<file path="config.mk">
export PLATFORM = sky130hd
export DESIGN_NAME = flash_cmd_port
export DESIGN_NICKNAME = d
export VERILOG_FILES = /design/src/common/cam_flash_pkg.sv /design/src/flash_seq/flash_cmd_port.sv
export SDC_FILE = /design/constraint.sdc
export NUM_CORES = 1
export LEC_CHECK = 0
export BUFFER_PORTS_ARGS = -buffer_cell sky130_fd_sc_hd__buf_2
export CORE_MARGIN = 3
export CORE_UTILIZATION = 41
export CTS_BUF_LIST = sky130_fd_sc_hd__clkbuf_16
export DETAILED_ROUTE_END_ITERATION = 16
export PLACE_DENSITY = 0.78
export SKIP_LAST_GASP = 1
export SYNTH_ARGS = -nofsm -noshare
export SYNTH_HDL_FRONTEND = slang
export SYNTH_SLANG_ARGS = --single-unit
</file>
<file path="constraint.sdc">
create_clock -name flash_mem_interface_done -period 1.8 [get_ports flash_mem_interface_done]
set_input_delay 0.18 -clock flash_mem_interface_done [delete_from_list [all_inputs] [get_ports flash_mem_interface_done]]
set_output_delay 0.18 -clock flash_mem_interface_done [all_outputs]
set_load 0.02 [all_outputs]
</file>
<file path="src/common/cam_flash_pkg.sv">
//**************************************************************************
// Widths and sizes assume a 24-bit PP3 flash and 2592-byte image lines
// Commands reach the flash engine as one packed command word
//**************************************************************************
`default_nettype none

package cam_flash_pkg;

  // Host byte that hands the flash to the FPGA
  localparam logic [7:0] take_picture_cmd = 8'hFF;

  // Page geometry, one line is five full pages and one short page
  localparam int page_bytes      = 512;
  localparam int line_pages      = 6;
  localparam int last_page_bytes = 32;

  // Command field widths
  localparam int addr_w = 24;
  localparam int len_w  = 10;

  // Pixel buffer size and occupancy width
  localparam int fifo_depth = 1024;
  localparam int fifo_cnt_w = 11;

  // Guard time before the first status read
  localparam int status_settle_cycles = 256;

  // Status register 1 bits
  localparam int sr1_wip_bit = 0;
  localparam int sr1_wel_bit = 1;

  typedef enum logic [1:0] {
    op_rdsr1,
    op_wren,
    op_pp3
  } flash_op_e;

  typedef enum logic [3:0] {
    idle,
    settle,
    poll_ready,
    wait_image,
    wren,
    wren_check,
    fill_wait,
    page_prog,
    prog_check,
    next_page
  } seq_state_e;

  // One command for the external flash engine
  typedef struct packed {
    flash_op_e           op;
    logic [addr_w-1:0]   address;
    logic [len_w-1:0]    num_bytes;
  } flash_cmd_t;

  // Camera byte with frame marks
  typedef struct packed {
    logic       valid;
    logic       first;
    logic       last;
    logic [7:0] data;
  } pixel_byte_t;

endpackage

`default_nettype wire

</file>
<file path="src/flash_seq/flash_cmd_port.sv">
//**************************************************************************
// Four-phase req/ack, a new req waits until ack has been seen low
// Issue while busy is ignored
//**************************************************************************
`timescale 1ns/10ps
`default_nettype none

module flash_cmd_port import cam_flash_pkg::*; (
  input  logic              flash_mem_interface_done,
  input  logic              reset_PP3_command_counter,
  input  logic              issue,
  input  flash_op_e         issue_op,
  input  logic [addr_w-1:0] issue_addr,
  input  logic [len_w-1:0]  issue_len,
  output logic              busy,
  output logic              done,
  output logic [7:0]        status,
  output flash_cmd_t        cmd,
  output logic              cmd_req,
  input  logic              cmd_ack,
  input  logic [7:0]        status_byte
);

  logic start;
  logic finish;

  assign start  = issue && !busy;
  assign finish = cmd_req && cmd_ack;

  // Command word held stable for the whole request
  always_ff @(posedge flash_mem_interface_done) begin
    if (start) begin
      cmd <= '{op: issue_op, address: issue_addr, num_bytes: issue_len};
    end
    // Status byte is only valid with ack of a status read
    if (finish && cmd.op == op_rdsr1) begin
      status <= status_byte;
    end
  end

  always_ff @(posedge flash_mem_interface_done or posedge reset_PP3_command_counter) begin
    if (reset_PP3_command_counter) begin
      cmd_req <= 1'b0;
      busy    <= 1'b0;
      done    <= 1'b0;
    end else begin
      done <= 1'b0;
      if (start) begin
        cmd_req <= 1'b1;
        busy    <= 1'b1;
      end else if (finish) begin
        cmd_req <= 1'b0;
        done    <= 1'b1;
      end else if (busy && !cmd_req && !cmd_ack) begin
        // Engine has dropped ack, port free again
        busy <= 1'b0;
      end
    end
  end

endmodule

`default_nettype wire

</file>
==> out/qor.csv <==
metric,value,unit
status,"complete, no violations",
coreArea,3390,µm²
gr-total-overflow,0,
floorplan.initialDensity,0.429,
area_growth,48.3,%
sequentialPowerShare,0.502,
rows,21,
hp-start,issue_len[7],
synthCells,57,
die_h,65.6,µm
clkLatencyLatePin,0.28,ns
viasPerCell,4.31,
maxSlewViolCount,0,
worst_slew_pin_slew,0.592,ns
hold-worst-slack,0.0732,ns
insertedDiodeCount,0,
seq_area_frac_synth,0.960,
hpwl,2180,µm
cts.reportedPaths.clkPinSlew,0.06,ns
htreeDepth,2,
r2r-start,cmd_req,
finClkSkew,0.00233,ns
dr.first_iter.drc_count,18,
finalHoldViolations,0,
register_area,1400,µm²
yosysUniqueCellTypes,9,
drive_gt1_frac,0.665,
grt_pass1_wl,4170,µm
pwr-share-clk,0.297,
fillers,248,
first_pass_iters,2,
power_frac_comb,0.201,
required,1.72,ns
grt_pass1_vias,931,
cts_buffer_depth,2,
synth_area_per_cell,25.5,µm²
p_switching,806,µW
numClockSinks,47,
period_minus_slack,1.32,ns
drtAntennaViolNets,0,
cts_tree,yes,
dieWidth,65.6,µm
finalNetCount,208,
wire_per_inst,13.6,µm
slew_headroom,0.603,
ys_warn_count,0,
track_usage,0.140,
final-setup-viol-count,0,
antenna_found_initial,0,
place_ws,0.477,ns
cp_data_arrival_time,1.23,ns
tns,0,ns
dpl.cell_count,198,
pin_count,95,
netlist_area,1460,µm²
cts_made_buffers,5,
wirelength,2810,µm
dieArea,4300,µm²
cts_resized,0,
finalWeightedCongestion,0.709,
worst-path-max-fanout,8,
worstSetupEndpointType,flip-flop,
instances_no_fill,207,
critPathLaunchType,flip-flop,
multi_input_area,47.5,µm²
grt_max_degree,38,
cts_root_buffer,clkbuf_16,
syn_nets,105,
fmax,759,MHz
total_power,2.93,mW
period_share,0.732,
cap_viol_max_count,0,
ys_ff_latch,47,
grt_setup_unrepaired,no,
drc,0,
timing.final.ws_setup,0.482,ns
worstSetupPathType,flip-flop to flip-flop,
power.density,1360,nW/µm²
route.vias.total,892,
io_buffer_count,94,
cp-startpoint,cmd_req,
power.share.switching,0.275,
leakage,0.934,nW
p_int,2.12,mW
vdd_drop_max,0.948,mV
min_path_type,input pin to flip-flop,
## cells by family (layout without fill, tap and decap cells)
family / after synthesis / in the layout / synth area share
AO/OA/AOI/OAI: 2 / 2 / 0.00688
AND/OR/NAND/NOR: 5 / 5 / 0.0258
flip-flops: 47 / 47 / 0.960
buffers and inverters: 3 / 107 / 0.00774
## per-layer routing
metal  GRT usage  up-vias  routed length [µm]
met1       0.137      402                 931
li1            -      423                   -
met3      0.0906        4                 407
met2       0.225       63                1440
met4      0.0699        0                  40
met5           0        -                   0
## critical path, stage by stage, from the launching register on
cell,delay (ns)
dfrtp_1,0.38
nand2_1,0.11
nor3_2,0.47
## state kept, by name, summed over array words and instances, names as in the netlist
register	count
busy	1
done	1
status	8
cmd	36
cmd_req	1
## what timing repair did
| item | in CTS | in global routing |
|---|---|---|
| setup buffers | 0 | 0 |
| hold buffers | 1 | 0 |
| endpoints found under the hold margin | 3 | 0 |
## area by class of cell
type                            count  area share
Sequential cell                    47       0.647
Timing Repair Buffer               96       0.232
Clock buffer                        5      0.0580
Tap cell                           46      0.0267
Multi-Input combinational cell      7      0.0220
Clock inverter                      3     0.00928
Inverter                            3     0.00522
## worst paths after layout
path                                   to  slack (ns)  depth (start not counted)
worst max-delay path            status[2]        0.48                          2
worst min-delay path               cmd[7]        0.07                          1
worst max register to register  status[2]        0.48                          2
worst min register to register       busy        0.55                          2
max in group asynchronous         cmd_req        1.34                          3
min in group asynchronous            busy        0.32                          3
## placed cells by master (no fill, tap or decap), drive strengths merged
cell type / synthesis / routed
nor2: 1 / 1
dfrtp: 3 / 3
clkinvlp: 0 / 2
inv: 3 / 3
buf: 0 / 95
nand2: 2 / 2
clkbuf: 0 / 5
nand2b: 1 / 1
nor3: 1 / 1
edfxtp: 44 / 44
clkinv: 0 / 1
dlygate4sd3: 0 / 1
o21ai: 2 / 2
## power by group through the flow
| stage | clock network, mW | registers (mW) | logic (mW) |
|---|---|---|---|
| finish | 0.869 | 1.47 | 0.589 |
| global route | 0.933 | 1.49 | 0.635 |
| CTS | 0.894 | 1.47 | 0.600 |
| detailed placement | 0 | 1.49 | 0.598 |
| global placement | 0 | 1.48 | 0.585 |
| floorplan | 0 | 1.71 | 0.109 |
## cell usage after synthesis (all sizes together)
master  count  area (µm²)
dfrtp       3        75.1
edfxtp     44        1320
inv         3        11.3
nand2       2        7.51
nand2b      1        13.8
nor2        1        6.26
nor3        1        10.0
o21ai       2        10.0
## through the flow
| step | area (µm²) | util |
|---|---|---|
| 2_1_floorplan | 1460 | - |
| 3_3_place_gp | 2000 | 0.591 |
| 3_5_place_dp | 2000 | 0.591 |
| 4_1_cts | 2160 | 0.637 |
| 5_1_grt | 2160 | 0.637 |
| 6_report | 2160 | 0.637 |
Power figures use the tool's default switching activity.
