## config.mk

```make
export PLATFORM = sky130hd
export DESIGN_NAME = flash_write_sequencer
export DESIGN_NICKNAME = d
export VERILOG_FILES = /design/src/common/cam_flash_pkg.sv /design/src/flash_seq/flash_write_sequencer.sv
export SDC_FILE = /design/constraint.sdc
export NUM_CORES = 1
export LEC_CHECK = 0
export ABC_AREA = 1
export ABC_CLOCK_PERIOD_IN_PS = 2400
export BUFFER_PORTS_ARGS = -buffer_cell sky130_fd_sc_hd__buf_2
export CORE_MARGIN = 2
export CORE_UTILIZATION = 37
export DETAILED_ROUTE_END_ITERATION = 16
export PLACE_DENSITY_LB_ADDON = 0.05
export SLEW_MARGIN = 20
export SYNTH_ARGS = -nofsm -noshare
export SYNTH_HDL_FRONTEND = slang
export SYNTH_SLANG_ARGS = --single-unit
```

## constraint.sdc

```tcl
create_clock -name flash_mem_interface_done -period 2.4 [get_ports flash_mem_interface_done]
set_input_delay 0.24 -clock flash_mem_interface_done [delete_from_list [all_inputs] [get_ports flash_mem_interface_done]]
set_output_delay 0.24 -clock flash_mem_interface_done [all_outputs]
set_load 0.01 [all_outputs]
```

## src/common/cam_flash_pkg.sv

```systemverilog
//**************************************************************************
// Widths and sizes assume a 24-bit PP3 flash and 2592-byte image lines
// Commands reach the flash engine as one packed command word
//**************************************************************************
`default_nettype none

package cam_flash_pkg;

  // Host byte that hands the flash to the FPGA
  localparam logic [7:0] take_picture_cmd = 8'hFF;

  // Page geometry, one line is five full pages and one short page
  localparam int page_bytes      = 512;
  localparam int line_pages      = 6;
  localparam int last_page_bytes = 32;

  // Command field widths
  localparam int addr_w = 24;
  localparam int len_w  = 10;

  // Pixel buffer size and occupancy width
  localparam int fifo_depth = 1024;
  localparam int fifo_cnt_w = 11;

  // Guard time before the first status read
  localparam int status_settle_cycles = 256;

  // Status register 1 bits
  localparam int sr1_wip_bit = 0;
  localparam int sr1_wel_bit = 1;

  typedef enum logic [1:0] {
    op_rdsr1,
    op_wren,
    op_pp3
  } flash_op_e;

  typedef enum logic [3:0] {
    idle,
    settle,
    poll_ready,
    wait_image,
    wren,
    wren_check,
    fill_wait,
    page_prog,
    prog_check,
    next_page
  } seq_state_e;

  // One command for the external flash engine
  typedef struct packed {
    flash_op_e           op;
    logic [addr_w-1:0]   address;
    logic [len_w-1:0]    num_bytes;
  } flash_cmd_t;

  // Camera byte with frame marks
  typedef struct packed {
    logic       valid;
    logic       first;
    logic       last;
    logic [7:0] data;
  } pixel_byte_t;

endpackage

`default_nettype wire

```

## src/flash_seq/flash_write_sequencer.sv

```systemverilog
//**************************************************************************
// Issue waits for the command port to be idle, so a slow engine stalls here
// Status is only sampled on the done pulse of a status read
//**************************************************************************
`timescale 1ns/10ps
`default_nettype none

module flash_write_sequencer import cam_flash_pkg::*; (
  input  logic                  flash_mem_interface_done,
  input  logic                  reset_PP3_command_counter,
  input  logic [7:0]            host_byte,
  input  logic                  host_byte_valid,
  input  logic [fifo_cnt_w-1:0] fifo_count,
  input  logic                  empty,
  input  logic                  image_started,
  input  logic                  image_finished,
  input  logic [len_w-1:0]      page_len,
  input  logic [addr_w-1:0]     page_addr,
  input  logic                  port_busy,
  input  logic                  port_done,
  input  logic [7:0]            port_status,
  output logic                  issue,
  output flash_op_e             issue_op,
  output logic [len_w-1:0]      issue_len,
  output logic [addr_w-1:0]     issue_addr,
  output logic                  start_image,
  output logic                  advance,
  output logic                  clear_flags,
  output logic                  fpga_owns_flash
);

  seq_state_e                            state;
  logic [$clog2(status_settle_cycles):0] settle_cnt;
  logic                                  sent;
  logic [len_w-1:0]                      pp_len;
  logic                                  trigger;
  logic                                  cmd_state;
  logic                                  drained;
  logic                                  page_ready;

  assign trigger    = state == idle && host_byte_valid && host_byte == take_picture_cmd;
  // Nothing left to write for this image
  assign drained    = image_finished && empty;
  assign page_ready = fifo_count >= fifo_cnt_w'(page_len);
  assign cmd_state  = state inside {poll_ready, wren, wren_check, page_prog, prog_check};

  // One pulse per command state visit, resent after a failed status check
  assign issue = cmd_state && !sent && !port_busy;

  always_comb begin
    case (state)
      wren:      issue_op = op_wren;
      page_prog: issue_op = op_pp3;
      default:   issue_op = op_rdsr1;
    endcase
  end

  // Address and length only matter for PP3
  assign issue_len  = (state == page_prog) ? pp_len : '0;
  assign issue_addr = (state == page_prog) ? page_addr : '0;

  assign start_image     = trigger;
  assign clear_flags     = trigger;
  assign advance         = state == next_page && !drained;
  assign fpga_owns_flash = state != idle;

  always_ff @(posedge flash_mem_interface_done or posedge reset_PP3_command_counter) begin
    if (reset_PP3_command_counter) begin
      state      <= idle;
      settle_cnt <= '0;
      sent       <= 1'b0;
      pp_len     <= '0;
    end else begin
      if (issue) begin
        sent <= 1'b1;
      end else if (port_done) begin
        sent <= 1'b0;
      end
      case (state)
        idle: begin
          if (trigger) begin
            settle_cnt <= '0;
            state      <= settle;
          end
        end
        // Let any host write in flight finish before polling
        settle: begin
          if (int'(settle_cnt) == status_settle_cycles) begin
            state <= poll_ready;
          end else begin
            settle_cnt <= settle_cnt + 1'b1;
          end
        end
        poll_ready: begin
          if (port_done && !port_status[sr1_wip_bit]) begin
            state <= wait_image;
          end
        end
        wait_image: begin
          if (image_started) begin
            state <= wren;
          end
        end
        wren: begin
          if (port_done) begin
            state <= wren_check;
          end
        end
        // Repeat until the write enable latch reads back set
        wren_check: begin
          if (port_done && port_status[sr1_wel_bit]) begin
            state <= fill_wait;
          end
        end
        fill_wait: begin
          if (drained) begin
            state <= prog_check;
          end else if (page_ready) begin
            pp_len <= page_len;
            state  <= page_prog;
          end else if (image_finished) begin
            // Tail of the image, flush what is left
            pp_len <= len_w'(fifo_count);
            state  <= page_prog;
          end
        end
        page_prog: begin
          if (port_done) begin
            state <= prog_check;
          end
        end
        prog_check: begin
          if (port_done && !port_status[sr1_wip_bit]) begin
            state <= next_page;
          end
        end
        next_page: begin
          if (drained) begin
            state <= idle;
          end else begin
            state <= wren;
          end
        end
        default: state <= idle;
      endcase
    end
  end

endmodule

`default_nettype wire

```

==> summary.txt, run 1 <==
Outcome
  – Status: completed

Critical path
  – FF-to-FF Start: settle_cnt[0]
  – Crit path cell chain: nand2_4 -> nor2_4 -> inv_2 -> nor2_1 -> buf_2
  – Slowest stage delay, CP: 540 ps
  – Arrival @ worst endpoint: 1640 ps
  – Slowest stage cell, crit path: dfrtp_1
  – Crit. End Element: output port
  – CP max FO: 34
  – Crit path launch type: register
  – CP Class: reg2out
  – Worst R2R Setup Slack: roughly 700 ps
  – FF-to-FF End: state[0]
  – R2R cell count: 13
  – Critical path required time: approximately 2200 ps

Logic synthesis
  – Post-synthesis cell count: about 350
  – Syn_area_per_cell: 6.29 um2
  – Ys Warns: 0
  – Post-Syn Nets: about 440
  – Register bit total from synthesis: 24
  – Post-synthesis sequential area ratio: 27.0%
  – Synthesized cell area: 2230 um2
  – Post-synth cell types: 32

Placement
  – Hpwl dp: 4340 um
  – Post-Place Cells: 528
  – Port Buf Inserts: 103
  – DP Worst Slack: 452 ps
  – GPL Wtd Cong: 0.864

GRT
  – Antenna violations before repair: 0
  – Overflow after GRT: 0
  – First-pass GRT wire length: a little under 9000 um
  – GR Util All Layers: ~16%
  – Largest net degree at the start of global routing: 35
  – Vias in the first global route: 2,142

Min path
  – Worst Hold Class: in2async

Floorplanning
  – Die area: 6660 um2
  – I/O pins: 110
  – Core area: 5890 um2
  – Chip Width: slightly above 80 um
  – Die Ht: 81.6 um
  – Cell Rows: 28
  – Starting Density: 37.8%

Timing
  – Final setup viols: 0
  – Max-slew violation count: 0
  – Setup Skew: 3.27 ps
  – Final period util: 78.5%
  – Final Critical Period: ~1900 ps
  – Setup TNS: 0 ps
  – Final hold viol count: 0
  – Max Fclk: 531 MHz
  – Worst rel slew slack: 67.0%
  – RSZ-0062 raised after global routing: no
  – Fin worst setup slack: 517 ps
  – Hold WS: 2.29 ps
  – Tightest Pin Transition: 494 ps

CTS
  – Clock Tree Buf Depth: 2
  – CTS tree: done
  – Cts bufs inserted: 3
  – CTS root buf: clkbuf_8
  – CTS resizes: 0
  – Hold_buf cts: 0
  – Sink Count: 24
  – Clock Latency Late Sink: about 270 ps
  – H-tree depth: 1
  – Post-CTS Setup Bufs: 0
  – Clock transition at path regs: 90 ps

Route
  – Via density per instance: roughly 4.5
  – Vias: approximately 2,400
  – Pre-antenna DRT Iters: 4
  – Residual DRC count: 0
  – Routed Antenna Nets: 0
  – Drt initial violations: 95
  – WL/cell: 10.0 um
  – DRT Wirelength: 5330 um

Layout
  – Share of cells above drive strength 1: 32.4%
  – Most common cell after layout, fill and taps aside: buf_2
  – Commonest non-fill, non-tap cells in the layout: buf_2 (103), nand2_1 (101), inv_1 (67)
  – Area delta synth->final: 29.9%
  – Fin cells: 532
  – Antenna cells: 0
  – Number of nets in the layout: 539

Power
  – Leak Pwr: 1.83 nW
  – Maximum vdd ir drop: 364 uV
  – Pwr Density: 791 nW/um2
  – Total power: 2.29 mW

Run
  – Max-Cap Viols: 0
==> worst max-delay path: cells and delay by family (launching register included) <==
family	cells	cell delay [ps]
DFF	1	540
and+or+nand+nor	3	460
buffers and inverters	2	370
==> routing by layer <==
| metal | GRT usage, % | vias up | wire length (um) |
|---|---|---|---|
| met5 | 0 | - | 0 |
| li1 | - | 1278 | - |
| met3 | 1.54 | 10 | 378 |
| met2 | 29.1 | 91 | 2430 |
| met4 | 4.67 | 0 | 82 |
| met1 | 21.3 | 1026 | 2450 |
==> worst max-delay path by stage <==
| stage | endpoint | from | cells past startpoint |
|---|---|---|---|
| floorplan | start_image | state[2] | 6 |
| global placement | pp_len[5] | page_len[2] | 11 |
| detailed placement | pp_len[5] | page_len[2] | 11 |
| CTS | issue_len[6] | state[2] | 5 |
| global route | start_image | state[2] | 6 |
| finish | issue_len[6] | state[2] | 5 |
==> synthesized netlist by cell type (all sizes together) <==
cell	n	area share, %
o32ai	1	0.39
xor2	4	1.6
nor3	4	0.90
nand3	25	5.8
ha	12	6.7
o22ai	2	0.56
nand3b	1	0.90
o21ai	11	3.0
buf	3	1.0
nand4	7	2.2
nor4	1	0.28
or2	2	0.56
o31ai	2	0.90
clkbuf	4	0.67
a21oi	6	1.7
dfrtp	24	27
nor2	62	13
inv	77	13
nand2	106	19
==> where the power goes <==
group	internal (mW)	total, mW	switching, mW
Clock	0.223	0.356	0.133
Sequential	0.575	0.730	0.155
Combinational	0.440	1.20	0.763
==> state kept, by name, summed over array words and instances, names as in the netlist <==
name / flops
pp_len: 10
sent: 1
settle_cnt: 9
state: 4
==> final cells by class <==
cell class | count | area [um2]
clock inverters | 1 | 30.0
flip-flops and latches | 24 | 601
clock buffers | 3 | 41.3
repair buffers | 106 | 538
inverters | 77 | 294
multi-input cells | 246 | 1290
well taps | 75 | 93.8
fillers | 626 | 2990
==> cell families after synthesis <==
logic type	Yosys count	share of synthesized area, %
AO/OA/AOI/OAI	22	6.52
adder cells (fa/ha/maj)	12	6.74
AND/OR/NAND/NOR	208	43.3
buffers and inverters	84	14.9
XOR/XNOR	4	1.57
flip-flops	24	27.0
==> through the flow <==
step / util [%] / instance area, um2
5_1_grt: 49.1 / 2890
6_report: 49.1 / 2890
2_1_floorplan: - / 2230
4_1_cts: 49.1 / 2890
3_5_place_dp: 47.9 / 2820
3_3_place_gp: 47.9 / 2820
No activity file was read; power rests on OpenSTA's default activity.
==> inputs of run 2 (changes only) <==
--- a/config.mk
+++ b/config.mk
@@ -5,8 +5,8 @@
 export SDC_FILE = /design/constraint.sdc
 export NUM_CORES = 1
 export LEC_CHECK = 0
-export ABC_AREA = 1
-export ABC_CLOCK_PERIOD_IN_PS = 2400
+export ABC_AREA = 0
+export ABC_CLOCK_PERIOD_IN_PS = 1540
 export BUFFER_PORTS_ARGS = -buffer_cell sky130_fd_sc_hd__buf_2
 export CORE_MARGIN = 2
 export CORE_UTILIZATION = 37
==> constraint.sdc (replaced) <==
create_clock -name flash_mem_interface_done -period 1.54 [get_ports flash_mem_interface_done]
set_input_delay 0.154 -clock flash_mem_interface_done [delete_from_list [all_inputs] [get_ports flash_mem_interface_done]]
set_output_delay 0.154 -clock flash_mem_interface_done [all_outputs]
set_load 0.01 [all_outputs]
==> run 2 against run 1 <==
Against the previous run:
- the flow now finishes with violations (setup timing)
- worst setup slack lost 870 ps
- register-to-register slack worse by 1000 ps
- sequential cell count did not move
- largest power group is now sequential cells
- highest routed layer unchanged
==> summary.txt, run 2 <==
Logic synthesis
  – Post-synthesis sequential area ratio: 31.8% (+4.8 points)
  – Ys Warns: 0 (unchanged)
  – Primary FF master, synth: dfrtp_1
  – Syn_area_per_cell: 8.18 um2 (+30%)
  – Synth top area share: 31.8% (+4.8 points)
  – Post-Syn Nets: 312 (-28%)
  – Number of synthesized flops with an enable pin: 0 (unchanged)
  – Post-synthesis async set-or-reset flop share: 100% (unchanged)
  – Commonest cells in the netlist: and2_1 (36), nor2_1 (25), dfrtp_1 (24)
  – Register bit total from synthesis: 24 (unchanged)
  – Most common cell in the synthesized netlist: and2_1
  – Post-synthesis cell count: 231 (-35%)
  – Post-synth cell types: 45 (+41%)
  – Synth area leader: dfrtp_1
  – Area contributors post-synth: dfrtp_1 (32%), and2_1 (12%), ha_1 (7.9%)
  – Synthesized cell area: 1890 um2 (-15%)

Timing
  – Fin worst setup slack: -349 ps (-866 ps)
  – Max-slew violation count: 0 (unchanged)
  – Final Critical Period: about 1900 ps
  – Final period util: 123%
  – Tightest Pin Transition: 433 ps (-61.6 ps)
  – Max Fclk: about 530 MHz
  – Setup Skew: 1.41 ps (-1.86 ps)
  – Worst rel slew slack: 70.9% (+3.9 points)
  – Final hold viol count: 0 (unchanged)
  – RSZ-0062 raised after global routing: yes
  – Final setup viols: 64 (+64)

Route
  – DRT Wirelength: 6410 um (+20%)
  – Drt initial violations: 124 (+31%)
  – Pre-antenna DRT Iters: 4 (unchanged)
  – Vias: 2,287 (-4.9%)
  – Via density per instance: 4.95 (+9.5%)
  – Residual DRC count: 0 (unchanged)
  – WL/cell: 13.9 um (+38%)
  – Routed Antenna Nets: 0 (unchanged)

Critical path
  – Critical path buffer and inverter count: 5 (+3)
  – CP Class: reg2out
  – Arrival @ worst endpoint: 1730 ps (+90 ps)
  – Crit. End Element: output port
  – WP depth: 8 (+3)
  – Crit path launch type: register
  – R2R cell count: 8 (-5)
  – Worst R2R Setup Slack: -340 ps (-1040 ps)
  – Slowest stage delay, CP: 380 ps (-160 ps)
  – Crit path cell chain: buf_4 -> buf_8 -> nor2b_4 -> and3_4 -> buf_6 -> buf_16 -> and2_1 -> buf_2
  – Slowest stage cell, crit path: dfrtp_1
  – CP delay by family, top: buffers and inverters
  – CP max FO: 9 (-74%)
  – Critical path required time: 1390 ps (-770 ps)

GRT
  – Antenna violations before repair: 0 (unchanged)
  – Met1 Use GR: 27.0% (+5.8 points)
  – GR Util All Layers: 21.5% (+5.0 points)
  – First-pass GRT wire length: 9290 um (+5.4%)
  – GR Util met3: 2.51% (+0.97 points)
  – Vias in the first global route: 2,012 (-6.1%)
  – Largest net degree at the start of global routing: 25 (-29%)
  – Overflow after GRT: 0 (unchanged)
  – GR Util met2: 39.2% (+10 points)
  – Most Used Layer, Global Route: met2

Power
  – Total power: 1.43 mW (-38%)
  – Leak Pwr: 1.81 nW (-0.98%)
  – Internal power: 1.05 mW (-15%)
  – Sequential fraction of design power: 47.4% (+15 points)
  – Sw Share: 26.7% (-19 points)
  – Comb power frac: 21.2% (-31 points)
  – Clock share of power: 31.5% (+16 points)
  – Pwr Density: 426 nW/um2 (-46%)
  – Maximum vdd ir drop: 326 uV (-10%)
  – NetSw: 0.382 mW (-64%)

Outcome
  – Violated checks: setup timing
  – Status: finished, violations left

Min path
  – Worst Hold Depth: 3
  – Worst Hold Class: in2reg

Run
  – Max-Cap Viols: 0 (unchanged)

Floorplanning
  – Die Ht: 75.5 um (-7.5%)
  – I/O pins: 110 (unchanged)
  – Chip Width: 75.5 um (-7.5%)
  – Die area: 5700 um2 (-14%)
  – Starting Density: 37.7% (-0.10 points)
  – Core area: 5010 um2 (-15%)
  – Cell Rows: 26 (-7.1%)

Layout
  – Most common cell after layout, fill and taps aside: buf_2
  – Multi-input logic area: 1400 um2 (+8.4%)
  – Fillers: 433 (-31%)
  – Largest registers: pp_len: 10 flops, settle_cnt: 9 flops, state: 4 flops
  – Max FFs per register: 10 (unchanged)
  – Commonest non-fill, non-tap cells in the layout: buf_2 (97), buf_4 (51), and2_1 (31)
  – Antenna cells: 0 (unchanged)
  – Share of cells above drive strength 1: 54.8% (+22 points)
  – Finished Core Util: 66.9% (+18 points)
  – Number of nets in the layout: 474 (-12%)
  – Area delta synth->final: 77.3%
  – Fin area: 3350 um2 (+16%)
  – FF/Latch Area: 603 um2 (+0.42%)
  – Top reg by flops: pp_len

CTS
  – H-tree depth: 1 (unchanged)
  – Clock Latency Late Sink: 270 ps (about the same)
  – Clock transition at path regs: 90 ps (about the same)
  – Cts bufs inserted: 3 (unchanged)
  – Clock Tree Buf Depth: 2 (unchanged)
  – CTS tree: done
  – Sink Count: 24 (unchanged)
  – CTS root buf: clkbuf_8

Placement
  – Hpwl dp: 4140 um (-4.5%)
  – Port Buf Inserts: 103 (unchanged)
  – Area after DPL: 2790 um2 (-1.2%)
  – GPL Wtd Cong: 0.818 (-5.3%)
## run 2: final timing paths
path | from | end
max | state[3] | issue_addr[14]
min | port_done | sent
max reg2reg | settle_cnt[0] | settle_cnt[6]
min reg2reg | sent | sent
max in group asynchronous | reset_PP3_command_counter | state[0]
min in group asynchronous | reset_PP3_command_counter | settle_cnt[3]
## run 2: area by class of cell
cell class / instances / area share (%)
Multi-Input combinational cell: 178 / 41.9
Timing Repair Buffer: 167 / 33.4
Sequential cell: 24 / 18.0
Tap cell: 70 / 2.61
Inverter: 19 / 2.50
Clock buffer: 4 / 1.64
## run 2: power groups by stage
stage,clock [mW],combinational (mW),sequential (mW)
2_1_floorplan,0,0.139,0.684
3_3_place_gp,0,0.260,0.689
3_5_place_dp,0,0.267,0.688
4_1_cts,0.465,0.288,0.677
5_1_grt,0.490,0.340,0.680
6_report,0.450,0.302,0.677
## run 2: kinds of logic after synthesis
logic type,synth area share [%]
xor gates and xnor gates,4.17
AOI/OAI and AO/OA,16.5
DFF,31.8
buffers and inverters,7.74
and+or+nand+nor,31.3
muxes,0.529
adders and majority gates,7.94
## run 2: what timing repair did
action	in CTS	in global routing
gates cloned	3	1
resized for setup	38	31
hold endpoints to repair	24	0
endpoints found under the setup margin	64	64
hold buffers	1	0
pin swaps	7	10
setup buffers	22	3
## run 2: worst min-delay path: cells and delay by family
family,cells,cell delay [ps]
buf+inv,2,160
compound gates,1,100
## run 2: per-layer routing
| layer | part of all wire [%] | vias to the layer above |
|---|---|---|
| met4 | 1.0 | 0 |
| met2 | 52 | 70 |
| met5 | 0 | - |
| met1 | 42 | 1088 |
| met3 | 4.5 | 6 |
| li1 | - | 1123 |
## run 2: metrics by stage
stage | hold slack [ps] | setup WS, ps | instances | setup TNS [ps]
after floorplan | 169 | -262 | 231 | -2790
after detailed placement | 224 | -434 | 430 | -12800
after CTS | 175 | -340 | 460 | -16620
after global placement | 223 | -378 | 430 | -12430
after global routing | 185 | -459 | 462 | -21960
final | 176 | -349 | 462 | -15650
