[config.mk]
export PLATFORM = sky130hd
export DESIGN_NAME = page_planner
export DESIGN_NICKNAME = d
export VERILOG_FILES = /design/src/common/cam_flash_pkg.sv /design/src/rtl/page_planner.sv
export SDC_FILE = /design/constraint.sdc
export NUM_CORES = 1
export LEC_CHECK = 0
export BUFFER_PORTS_ARGS = -buffer_cell sky130_fd_sc_hd__buf_2
export CAP_MARGIN = 20
export CELL_PAD_IN_SITES_DETAIL_PLACEMENT = 1
export CELL_PAD_IN_SITES_GLOBAL_PLACEMENT = 1
export CORE_MARGIN = 3
export CORE_UTILIZATION = 35
export CTS_BUF_LIST = sky130_fd_sc_hd__clkbuf_4
export CTS_CLUSTER_DIAMETER = 120
export DETAILED_ROUTE_END_ITERATION = 10
export PLACE_DENSITY_LB_ADDON = 0.1
export SETUP_SLACK_MARGIN = 0.1
export SYNTH_ARGS = -nofsm -noshare
export SYNTH_HDL_FRONTEND = slang
export SYNTH_SLANG_ARGS = --single-unit
export TNS_END_PERCENT = 10
[constraint.sdc]
create_clock -name flash_mem_interface_done -period 4 [get_ports flash_mem_interface_done]
set_input_delay 0.8 -clock flash_mem_interface_done [delete_from_list [all_inputs] [get_ports flash_mem_interface_done]]
set_output_delay 0.8 -clock flash_mem_interface_done [all_outputs]
set_load 0.02 [all_outputs]
[src/common/cam_flash_pkg.sv]
//**************************************************************************
// Widths and sizes assume a 24-bit PP3 flash and 2592-byte image lines
// Commands reach the flash engine as one packed command word
//**************************************************************************
`default_nettype none

package cam_flash_pkg;

  // Host byte that hands the flash to the FPGA
  localparam logic [7:0] take_picture_cmd = 8'hFF;

  // Page geometry, one line is five full pages and one short page
  localparam int page_bytes      = 512;
  localparam int line_pages      = 6;
  localparam int last_page_bytes = 32;

  // Command field widths
  localparam int addr_w = 24;
  localparam int len_w  = 10;

  // Pixel buffer size and occupancy width
  localparam int fifo_depth = 1024;
  localparam int fifo_cnt_w = 11;

  // Guard time before the first status read
  localparam int status_settle_cycles = 256;

  // Status register 1 bits
  localparam int sr1_wip_bit = 0;
  localparam int sr1_wel_bit = 1;

  typedef enum logic [1:0] {
    op_rdsr1,
    op_wren,
    op_pp3
  } flash_op_e;

  typedef enum logic [3:0] {
    idle,
    settle,
    poll_ready,
    wait_image,
    wren,
    wren_check,
    fill_wait,
    page_prog,
    prog_check,
    next_page
  } seq_state_e;

  // One command for the external flash engine
  typedef struct packed {
    flash_op_e           op;
    logic [addr_w-1:0]   address;
    logic [len_w-1:0]    num_bytes;
  } flash_cmd_t;

  // Camera byte with frame marks
  typedef struct packed {
    logic       valid;
    logic       first;
    logic       last;
    logic [7:0] data;
  } pixel_byte_t;

endpackage

`default_nettype wire

[src/rtl/page_planner.sv]
//**************************************************************************
// Pages stride by page_bytes from address 0, six pages per image line
//**************************************************************************
`timescale 1ns/10ps
`default_nettype none

module page_planner import cam_flash_pkg::*; (
  input  logic              flash_mem_interface_done,
  input  logic              reset_PP3_command_counter,
  input  logic              start_image,
  input  logic              advance,
  output logic [addr_w-1:0] page_addr,
  output logic [len_w-1:0]  page_len
);

  // Page position inside the current line
  logic [$clog2(line_pages)-1:0] page_idx;
  logic                          last_in_line;

  assign last_in_line = int'(page_idx) == line_pages - 1;

  // Sixth page only tops up the line
  assign page_len = last_in_line ? len_w'(last_page_bytes) : len_w'(page_bytes);

  always_ff @(posedge flash_mem_interface_done or posedge reset_PP3_command_counter) begin
    if (reset_PP3_command_counter) begin
      page_addr <= '0;
      page_idx  <= '0;
    end else if (start_image) begin
      // New image restarts at the bottom of the flash
      page_addr <= '0;
      page_idx  <= '0;
    end else if (advance) begin
      // Short page still takes a full stride
      page_addr <= page_addr + addr_w'(page_bytes);
      if (last_in_line) begin
        page_idx <= '0;
      end else begin
        page_idx <= page_idx + 1'b1;
      end
    end
  end

endmodule

`default_nettype wire

==> flow_summary_export.csv, run 1 <==
group,metric,value,unit
timing,drv_slew,0,
yosys,synthTopCellsByArea,"dfrtp_1 (43%), buf_4 (14%), xnor2_1 (7.5%), nor2_1 (6.5%), nand2_1 (2.5%)",
timing,fin_ws,1.980,ns
setup_path,cp-start-kind,"flop",
setup_path,arrival,1.22,ns
placed_design,post-place-ws,1.903,ns
clock_network,cts.clk_slew.worst_paths,0.10,ns
power,pwr-share-clk,0.281,
drt,ant_nets,0,
cells_and_area,n_fill_cell,357,
clock_network,cts_resized,0,
cells_and_area,ff_latch_area,450.4,sq um
clock_network,cts_root_buf,"clkbuf_4",
hold_path,hp-class,"flop to flop",
floorplanning,start_util,0.3733,
cells_and_area,drive_gt1_frac,0.2273,
power,p_sw,0.09207,mW
cells_and_area,final_nets,139,
placed_design,gp_congestion,0.7319,
drt,via_per_inst,4.908,
setup_path,r2r_start,"page_addr[9]$_DFFE_PP0N_",
floorplanning,die_h,60.70,microns
power,seqPwrFrac,0.596,
setup_path,crit_path_max_fanout,3,
run,cap_violations,0,
cells_and_area,area_growth,6.810,%
setup_path,cp-startpoint,"page_idx[0]$_DFFE_PP0N_",
yosys,yosys_warnings,0,
global_routing,grt_max_degree,22,
timing,whs,0.5709,ns
global_routing,grt_pass1_wl,3.456,mm
placed_design,dpl.hpwl,1.571,mm
power,intPower,0.2288,mW
global_routing,gr-total-overflow,0,
yosys,yosysTopAreaCell,"dfrtp_1",
cells_and_area,fin_area,1119,sq um
clock_network,cts_setup_buffers,0,
clock_network,clkSinkCount,18,
yosys,synth_top_area_share,0.4301,
global_routing,grt.total_usage,0.1291,
setup_path,required,3.20,ns
power,p_sw_frac,0.2869,
placed_design,dp.cells,160,
setup_path,setup.worst_path.class,"flop to output port",
floorplanning,die-width,60.70,microns
floorplanning,core,2805,sq um
yosys,ys_ff_latch,18,
clock_network,cts_buffers,3,
power,combPwrFrac,0.122,
timing,fin_setup_tns,0,ns
drt,wirelength,2.124,mm
placed_design,numPortBuffers,20,
timing,period_needed,2.020,ns
hold_path,hold_path_startpoint,"page_addr[23]$_DFFE_PP0N_",
placed_design,placed_area,1096,sq um
drt,firstDrtPassIters,3,
clock_network,h-tree-depth,1,
yosys,ys_seq_area_frac,0.4301,
drt,vias,800,
timing,finalCritPeriodShare,0.5051,
floorplanning,ios,38,
outcome,status,"completed",
clock_network,cts_buffer_depth,2,
cells_and_area,final_cells,163,
yosys,synth_cell_type_count,26,
clock_network,tritoncts,"built",
cells_and_area,multi_input_area,491.7,sq um
power,irDropWorstVdd,0.1352,mV
yosys,synthCells,114,
cells_and_area,diodes,0,
timing,relSlewSlack,0.5208,
global_routing,antenna_found_initial,0,
power,power_leakage,0.5503,nW
timing,finClkSkew,0.004169,ns
cells_and_area,final_cell_mix,"buf_2 (20), nor2_1 (18), dfrtp_1 (18), conb_1 (17), xnor2_1 (9)",
drt,wl_per_cell,13.03,microns
timing,fmax,495.0,MHz
drt,drc_errors,0,
yosys,postSynthAreaPerCell,9.186,sq um
timing,rsz0062_at_grt,"no",
setup_path,critPathCaptureType,"output port",
timing,tightest_slew,0.7180,ns
yosys,syn_area,1047,sq um
floorplanning,rows,19,
clock_network,clock_latency,0.29,ns
power,p_per_area,286.9,nW/um^2
floorplanning,die_area,3684,sq um
cells_and_area,mostFrequentLayoutCell,"buf_2",
drt,drtIter0Drc,20,
timing,finalSetupViolCount,0,
timing,finalHoldViolCount,0,
global_routing,grt_pass1_vias,739,
clock_network,holdBufCountCts,0,
==> power groups by stage <==
stage                     Combinational (mW)  Sequential [mW]  Clock (mW)
final                                 0.0393            0.191      0.0903
after global routing                  0.0442            0.192       0.101
after CTS                             0.0397            0.191      0.0946
after detailed placement              0.0396            0.195           0
after global placement                0.0387            0.195           0
after floorplan                       0.0427            0.196           0
==> critical path, cell delays in order, from the launching register on <==
cell and delay (ns):
dfrtp_1 0.40, nand2_1 0.06, or2_2 0.28, inv_1 0.05
buf_2 0.15
==> path summary, 6_finish.rpt <==
path	endpoint	slack (ns)	cells past startpoint
max	page_len[5]	1.98	4
min	page_addr[23]$_DFFE_PP0N_	0.57	2
max reg2reg	page_addr[23]$_DFFE_PP0N_	2.41	5
min reg2reg	page_addr[23]$_DFFE_PP0N_	0.57	2
max in group asynchronous	page_addr[15]$_DFFE_PP0N_	2.94	2
min in group asynchronous	page_addr[18]$_DFFE_PP0N_	0.61	2
==> synth_stat cells <==
cell      count
a21oi_1       5
a31o_2        1
buf_1         1
buf_4        19
clkbuf_1      1
conb_1        1
dfrtp_1      18
ha_1          1
inv_1         4
mux2i_1       1
nand2_1       7
nand2b_1      1
nand3_1       3
nand3_2       1
nand4_1       4
nand4_4       1
nor2_1       18
nor3_1        5
nor4_1        3
o211ai_1      1
o211ai_2      1
o21ai_0       2
or2_2         1
or3_2         2
xnor2_1       9
xor2_1        3
==> cells by family after synthesis <==
kind of cell,count (synthesis),share of synthesized area
buffers and inverters,25,0.1577
DFF,18,0.4301
AOI/OAI and AO/OA,10,0.06093
adders and majority gates,1,0.01195
xor gates and xnor gates,12,0.1004
muxes,1,0.009558
other,1,0.003581
and+or+nand+nor,46,0.2258
==> layout make-up <==
class | instances | share of cell area
Multi-Input combinational cell | 87 | 0.4396
Sequential cell | 18 | 0.4027
Timing Repair Buffer | 20 | 0.08949
Tap cell | 31 | 0.03468
Clock buffer | 3 | 0.02013
Inverter | 4 | 0.01342
==> flip-flops by register name (all words and copies together) (netlist names) <==
register / flops
page_addr: 15
page_idx: 3
==> routing by layer <==
metal	GRT usage	wire length, microns	up-vias
met5	0	0	-
met4	0.06502	27	0
met3	0.02979	128	4
met2	0.1893	979	29
met1	0.1776	989	389
li1	-	-	378
==> stage by stage <==
| step | utilization | power (mW) |
|---|---|---|
| after floorplan | - | 0.2390 |
| after detailed placement | 0.3907 | 0.2344 |
| after global placement | 0.3907 | 0.2335 |
| after global routing | 0.3988 | 0.3379 |
| after CTS | 0.3988 | 0.3257 |
| final | 0.3988 | 0.3209 |
Note: power is estimated with default switching activity, not from simulation.
==> run 2, diff against run 1 <==
Clock period 4 ns to 2 ns, I/O delays scaled along.
==> run 2 against run 1 <==
Via count up 0.25%. Setup slack worse by 1.6 ns. Wire length is 1.8% higher. Combinational power up 110%. Worst hold slack lost 0.38 ns. Clock power up 97%. Non-clock buffer count up 1. Clock-buffer cell count unchanged. Global-route usage grew 0.45 points. Die area did not move. Utilization rose by 0.27 points. Sequential share of layout area down 0.27 points. Critical path type unchanged. Largest power group unchanged.
==> flow_summary_export.csv, run 2 (same netlist as run 1, synthesis figures left out) <==
group,metric,value,unit
outcome,status,"completed",
setup_path,crit_chain,"nand2_1 > or2_2 > inv_1 > buf_2",
setup_path,cp-start-kind,"flop",
drt,vias,802,
cells_and_area,final_nets,140,
timing,rsz0062_at_grt,"no",
drt,wirelength,2.162,mm
timing,fmax,618.5,MHz
timing,finalSetupViolCount,0,
drt,ant_nets,0,
setup_path,arrival,1.22,ns
clock_network,cts_resized,0,
cells_and_area,final_cells,164,
global_routing,grt.total_usage,0.1336,
clock_network,cts_buffer_depth,2,
timing,finClkSkew,0.008549,ns
floorplanning,start_util,0.3733,
clock_network,cts_buffers,3,
timing,period_needed,1.617,ns
floorplanning,ios,38,
timing,finalHoldViolCount,0,
global_routing,gr-total-overflow,0,
drt,wl_per_cell,13.18,microns
timing,drv_slew,0,
cells_and_area,largest_reg_flops,15,
clock_network,cts_setup_buffers,0,
placed_design,numPortBuffers,20,
clock_network,tritoncts,"built",
global_routing,grt_max_degree,19,
clock_network,h-tree-depth,1,
setup_path,crit_path_max_fanout,4,
cells_and_area,top_register,"page_addr",
floorplanning,die_area,3684,sq um
drt,via_per_inst,4.890,
global_routing,grt_pass1_wl,3.608,mm
power,irDropWorstVdd,0.3365,mV
cells_and_area,drive_gt1_frac,0.2331,
setup_path,required,1.60,ns
global_routing,antenna_found_initial,0,
power,power_leakage,0.5551,nW
clock_network,holdBufCountCts,0,
floorplanning,die_h,60.70,microns
setup_path,cp_slowest_stage_delay,0.40,ns
timing,tightest_slew,0.6894,ns
cells_and_area,mostFrequentLayoutCell,"buf_2",
cells_and_area,reg_top3,"page_addr (15), page_idx (3)",
clock_network,clkSinkCount,18,
cells_and_area,final_cell_mix,"buf_2 (20), nor2_1 (18), dfrtp_1 (18), conb_1 (17), xnor2_1 (9)",
setup_path,worst-path-stages,4,
run,cap_violations,0,
global_routing,grt_pass1_vias,751,
timing,whs,0.1946,ns
power,p_per_area,569.3,nW/um^2
setup_path,path_buf_inv,2,
setup_path,r2r_cells,5,
clock_network,cts_root_buf,"clkbuf_4",
floorplanning,core,2805,sq um
drt,drtIter0Drc,17,
drt,drc_errors,0,
setup_path,setup.worst_path.class,"flop to output port",
timing,finalCritPeriodShare,0.8084,
cells_and_area,diodes,0,
setup_path,cpMaxStageDelayCell,"dfrtp_1",
cells_and_area,area_growth,7.527,%
timing,relSlewSlack,0.5399,
placed_design,gp_congestion,0.7385,
setup_path,crit_family,"flip-flops",
clock_network,clock_latency,0.29,ns
drt,firstDrtPassIters,4,
floorplanning,die-width,60.70,microns
floorplanning,rows,19,
timing,fin_setup_tns,0,ns
hold_path,hp-class,"input port to async pin",
placed_design,dp.cells,161,
placed_design,dpl.hpwl,1.607,mm
setup_path,critPathCaptureType,"output port",
clock_network,cts.clk_slew.worst_paths,0.10,ns
[run 2: cell types whose count changed in the layout (fill, tap and decap cells not counted), sizes merged]
cell	previous run	this run
buf	20	21
[run 2: layout make-up]
| type | instances | area, sq um |
|---|---|---|
| Timing Repair Buffer | 21 | 107.6 |
| Tap cell | 31 | 38.79 |
| Inverter | 4 | 15.01 |
| Sequential cell | 18 | 450.4 |
| Clock buffer | 3 | 22.52 |
| Fill cell | 352 | 1679 |
| Multi-Input combinational cell | 87 | 491.7 |
[run 2: power by group]
group          internal [mW]  switching, mW
combinational         0.0177         0.0631
clock                 0.0700          0.108
sequential             0.372         0.0106
total                  0.459          0.182
[run 2: per-layer routing]
metal / track usage / up-vias / routed length (microns)
met2: 0.2046 / 29 / 962
li1: - / 382 / -
met1: 0.1807 / 387 / 1042
met5: 0 / - / 0
met3: 0.01915 / 4 / 112
met4: 0.07430 / 0 / 45
[run 2: metrics by stage]
stage / setup slack [ns] / area [sq um] / utilization / total power, mW
6_report: 0.3832 / 1126 / 0.4014 / 0.6411
3_3_place_gp: 0.5109 / 1104 / 0.3934 / 0.4691
4_1_cts: 0.3614 / 1126 / 0.4014 / 0.6504
3_5_place_dp: 0.4669 / 1104 / 0.3934 / 0.4712
5_1_grt: 0.2949 / 1126 / 0.4014 / 0.6793
2_1_floorplan: 0.4764 / 1107 / - / 0.4780
[run 2: worst paths after layout]
path                                                  startpoint                         to  slack [ns]
worst min-delay path                   reset_PP3_command_counter  page_addr[18]$_DFFE_PP0N_        0.19
min in group flash_mem_interface_done                start_image  page_addr[15]$_DFFE_PP0N_        0.32
worst max register to register          page_addr[9]$_DFFE_PP0N_  page_addr[21]$_DFFE_PP0N_        0.49
worst min register to register         page_addr[23]$_DFFE_PP0N_  page_addr[23]$_DFFE_PP0N_        0.57
worst max-delay path                     page_idx[2]$_DFFE_PP0N_                page_len[5]        0.38
max in group asynchronous              reset_PP3_command_counter   page_addr[9]$_DFFE_PP0N_        1.36
==> run 3, diff against run 2 <==
Clock period 2 ns to 1.6 ns, I/O delays scaled along.
==> run 3 against run 2 <==
Sequential cell count is the same. Cell area is 12% higher. Via count grew 6.0%. Critical path type unchanged.
==> flow_summary_export.csv, run 3 (same netlist as run 1, synthesis figures left out) <==
group,metric,value,unit
power,power_leakage,0.6199,nW
timing,fmax,688.5,MHz
setup_path,path_buf_inv,2,
clock_network,clock_latency,0.30,ns
setup_path,crit_chain,"nand2_1 > or2_4 > inv_2 > buf_6",
cells_and_area,final_cells,177,
cells_and_area,diodes,0,
cells_and_area,final_nets,152,
timing,rsz0062_at_grt,"yes",
floorplanning,die-width,60.70,microns
cells_and_area,top_register,"page_addr",
global_routing,grt_pass1_vias,764,
clock_network,cts_buffer_depth,2,
global_routing,grt.total_usage,0.1415,
global_routing,grt_max_degree,19,
floorplanning,die_area,3684,sq um
timing,fin_ws,0.1475,ns
placed_design,post-place-ws,0.1352,ns
floorplanning,core,2805,sq um
clock_network,cts_buffers,3,
power,p_sw_frac,0.2857,
global_routing,antenna_found_initial,0,
setup_path,crit_family,"flip-flops",
floorplanning,ios,38,
setup_path,setup.worst_path.class,"flop to output port",
drt,ant_nets,0,
timing,finalHoldViolCount,0,
cells_and_area,area_growth,20.19,%
placed_design,dpl.hpwl,1.768,mm
timing,finClkSkew,0.004296,ns
setup_path,cp-start-kind,"flop",
cells_and_area,drive_gt1_frac,0.3356,
setup_path,required,1.28,ns
hold_path,hp-class,"input port to flop",
floorplanning,start_util,0.3733,
setup_path,arrival,1.13,ns
placed_design,gp_congestion,0.7621,
setup_path,critPathCaptureType,"output port",
power,combPwrFrac,0.157,
timing,drv_slew,0,
run,cap_violations,0,
clock_network,cts.clk_slew.worst_paths,0.10,ns
cells_and_area,final_cell_mix,"nor2_1 (18), buf_2 (18), conb_1 (17), dfrtp_1 (16), buf_4 (12)",
floorplanning,rows,19,
clock_network,h-tree-depth,1,
timing,finalSetupViolCount,0,
cells_and_area,reg_top3,"page_addr (15), page_idx (3)",
drt,firstDrtPassIters,4,
cells_and_area,largest_reg_flops,15,
drt,vias,850,
setup_path,crit_path_max_fanout,2,
drt,drc_errors,0,
cells_and_area,fin_util,0.4487,
clock_network,clkSinkCount,18,
power,irDropWorstVdd,0.3796,mV
placed_design,dp.cells,163,
outcome,status,"completed",
global_routing,grt_pass1_wl,3.822,mm
placed_design,numPortBuffers,20,
timing,finalCritPeriodShare,0.9078,
clock_network,tritoncts,"built",
timing,whs,0.2281,ns
power,intPower,0.6260,mW
drt,wirelength,2.562,mm
timing,period_needed,1.452,ns
clock_network,cts_root_buf,"clkbuf_4",
drt,drtIter0Drc,16,
timing,fin_setup_tns,0,ns
power,seqPwrFrac,0.542,
power,pwr-share-clk,0.301,
drt,via_per_inst,4.802,
power,p_sw,0.2503,mW
floorplanning,die_h,60.70,microns
setup_path,cp_slowest_stage_delay,0.37,ns
drt,wl_per_cell,14.47,microns
setup_path,cpMaxStageDelayCell,"dfrtp_1",
global_routing,gr-total-overflow,0,
power,p_per_area,696.2,nW/um^2
-- run 3: cell count changes in the layout (fill, tap and decap cells not counted), moves of 2 or more --
cell	before	now
buf_6	0	2
dfrtp_1	18	16
nor4_1	3	1
dfrtp_2	0	2
nor4_2	0	2
buf_4	1	12
buf_2	20	18
-- run 3: per-stage QoR --
| step | power [mW] | cell area, sq um |
|---|---|---|
| after floorplan | 0.5986 | 1110 |
| after global placement | 0.5907 | 1121 |
| after detailed placement | 0.5931 | 1121 |
| after CTS | 0.8709 | 1190 |
| after global routing | 0.9227 | 1259 |
| final | 0.8763 | 1259 |
-- run 3: cell type report --
class	count	area, sq um
fillers	359	1546
multi-input cells	87	509.2
flip-flops and latches	18	452.9
repair buffers	33	212.7
well taps	31	38.79
clock buffers	4	30.03
inverters	4	15.01
-- run 3: path summary, 6_finish.rpt --
kind                       slack (ns)                         to                      start  depth (start not counted)
min in group asynchronous        0.51    page_idx[1]$_DFFE_PP0N_  reset_PP3_command_counter                          3
max reg2reg                      0.16  page_addr[21]$_DFFE_PP0N_   page_addr[9]$_DFFE_PP0N_                          5
min reg2reg                      0.56  page_addr[23]$_DFFE_PP0N_  page_addr[23]$_DFFE_PP0N_                          2
max                              0.15                page_len[5]    page_idx[2]$_DFFE_PP0N_                          4
min                              0.23  page_addr[15]$_DFFE_PP0N_                start_image                          2
max in group asynchronous        0.62  page_addr[18]$_DFFE_PP0N_  reset_PP3_command_counter                          4
-- run 3: power by group through the flow --
| stage | clock network [mW] | registers, mW | logic [mW] |
|---|---|---|---|
| after detailed placement | 0 | 0.488 | 0.106 |
| after floorplan | 0 | 0.492 | 0.107 |
| after global placement | 0 | 0.486 | 0.105 |
| after CTS | 0.277 | 0.477 | 0.117 |
| final | 0.264 | 0.475 | 0.138 |
| after global routing | 0.295 | 0.477 | 0.151 |
-- run 3: repair_timing --
action | CTS | global route
resized for setup | 3 | 6
hold buffers | 1 | 0
hold endpoints to repair | 8 | 0
buffers inserted | 3 | 6
endpoints found under the setup margin | 2 | 7
-- run 3: per-layer routing --
layer	vias up	part of all wire	track usage
met3	2	0.060	0.04468
li1	407	-	-
met1	410	0.46	0.1859
met4	0	0.0066	0.03715
met2	31	0.48	0.2260
met5	-	0	0
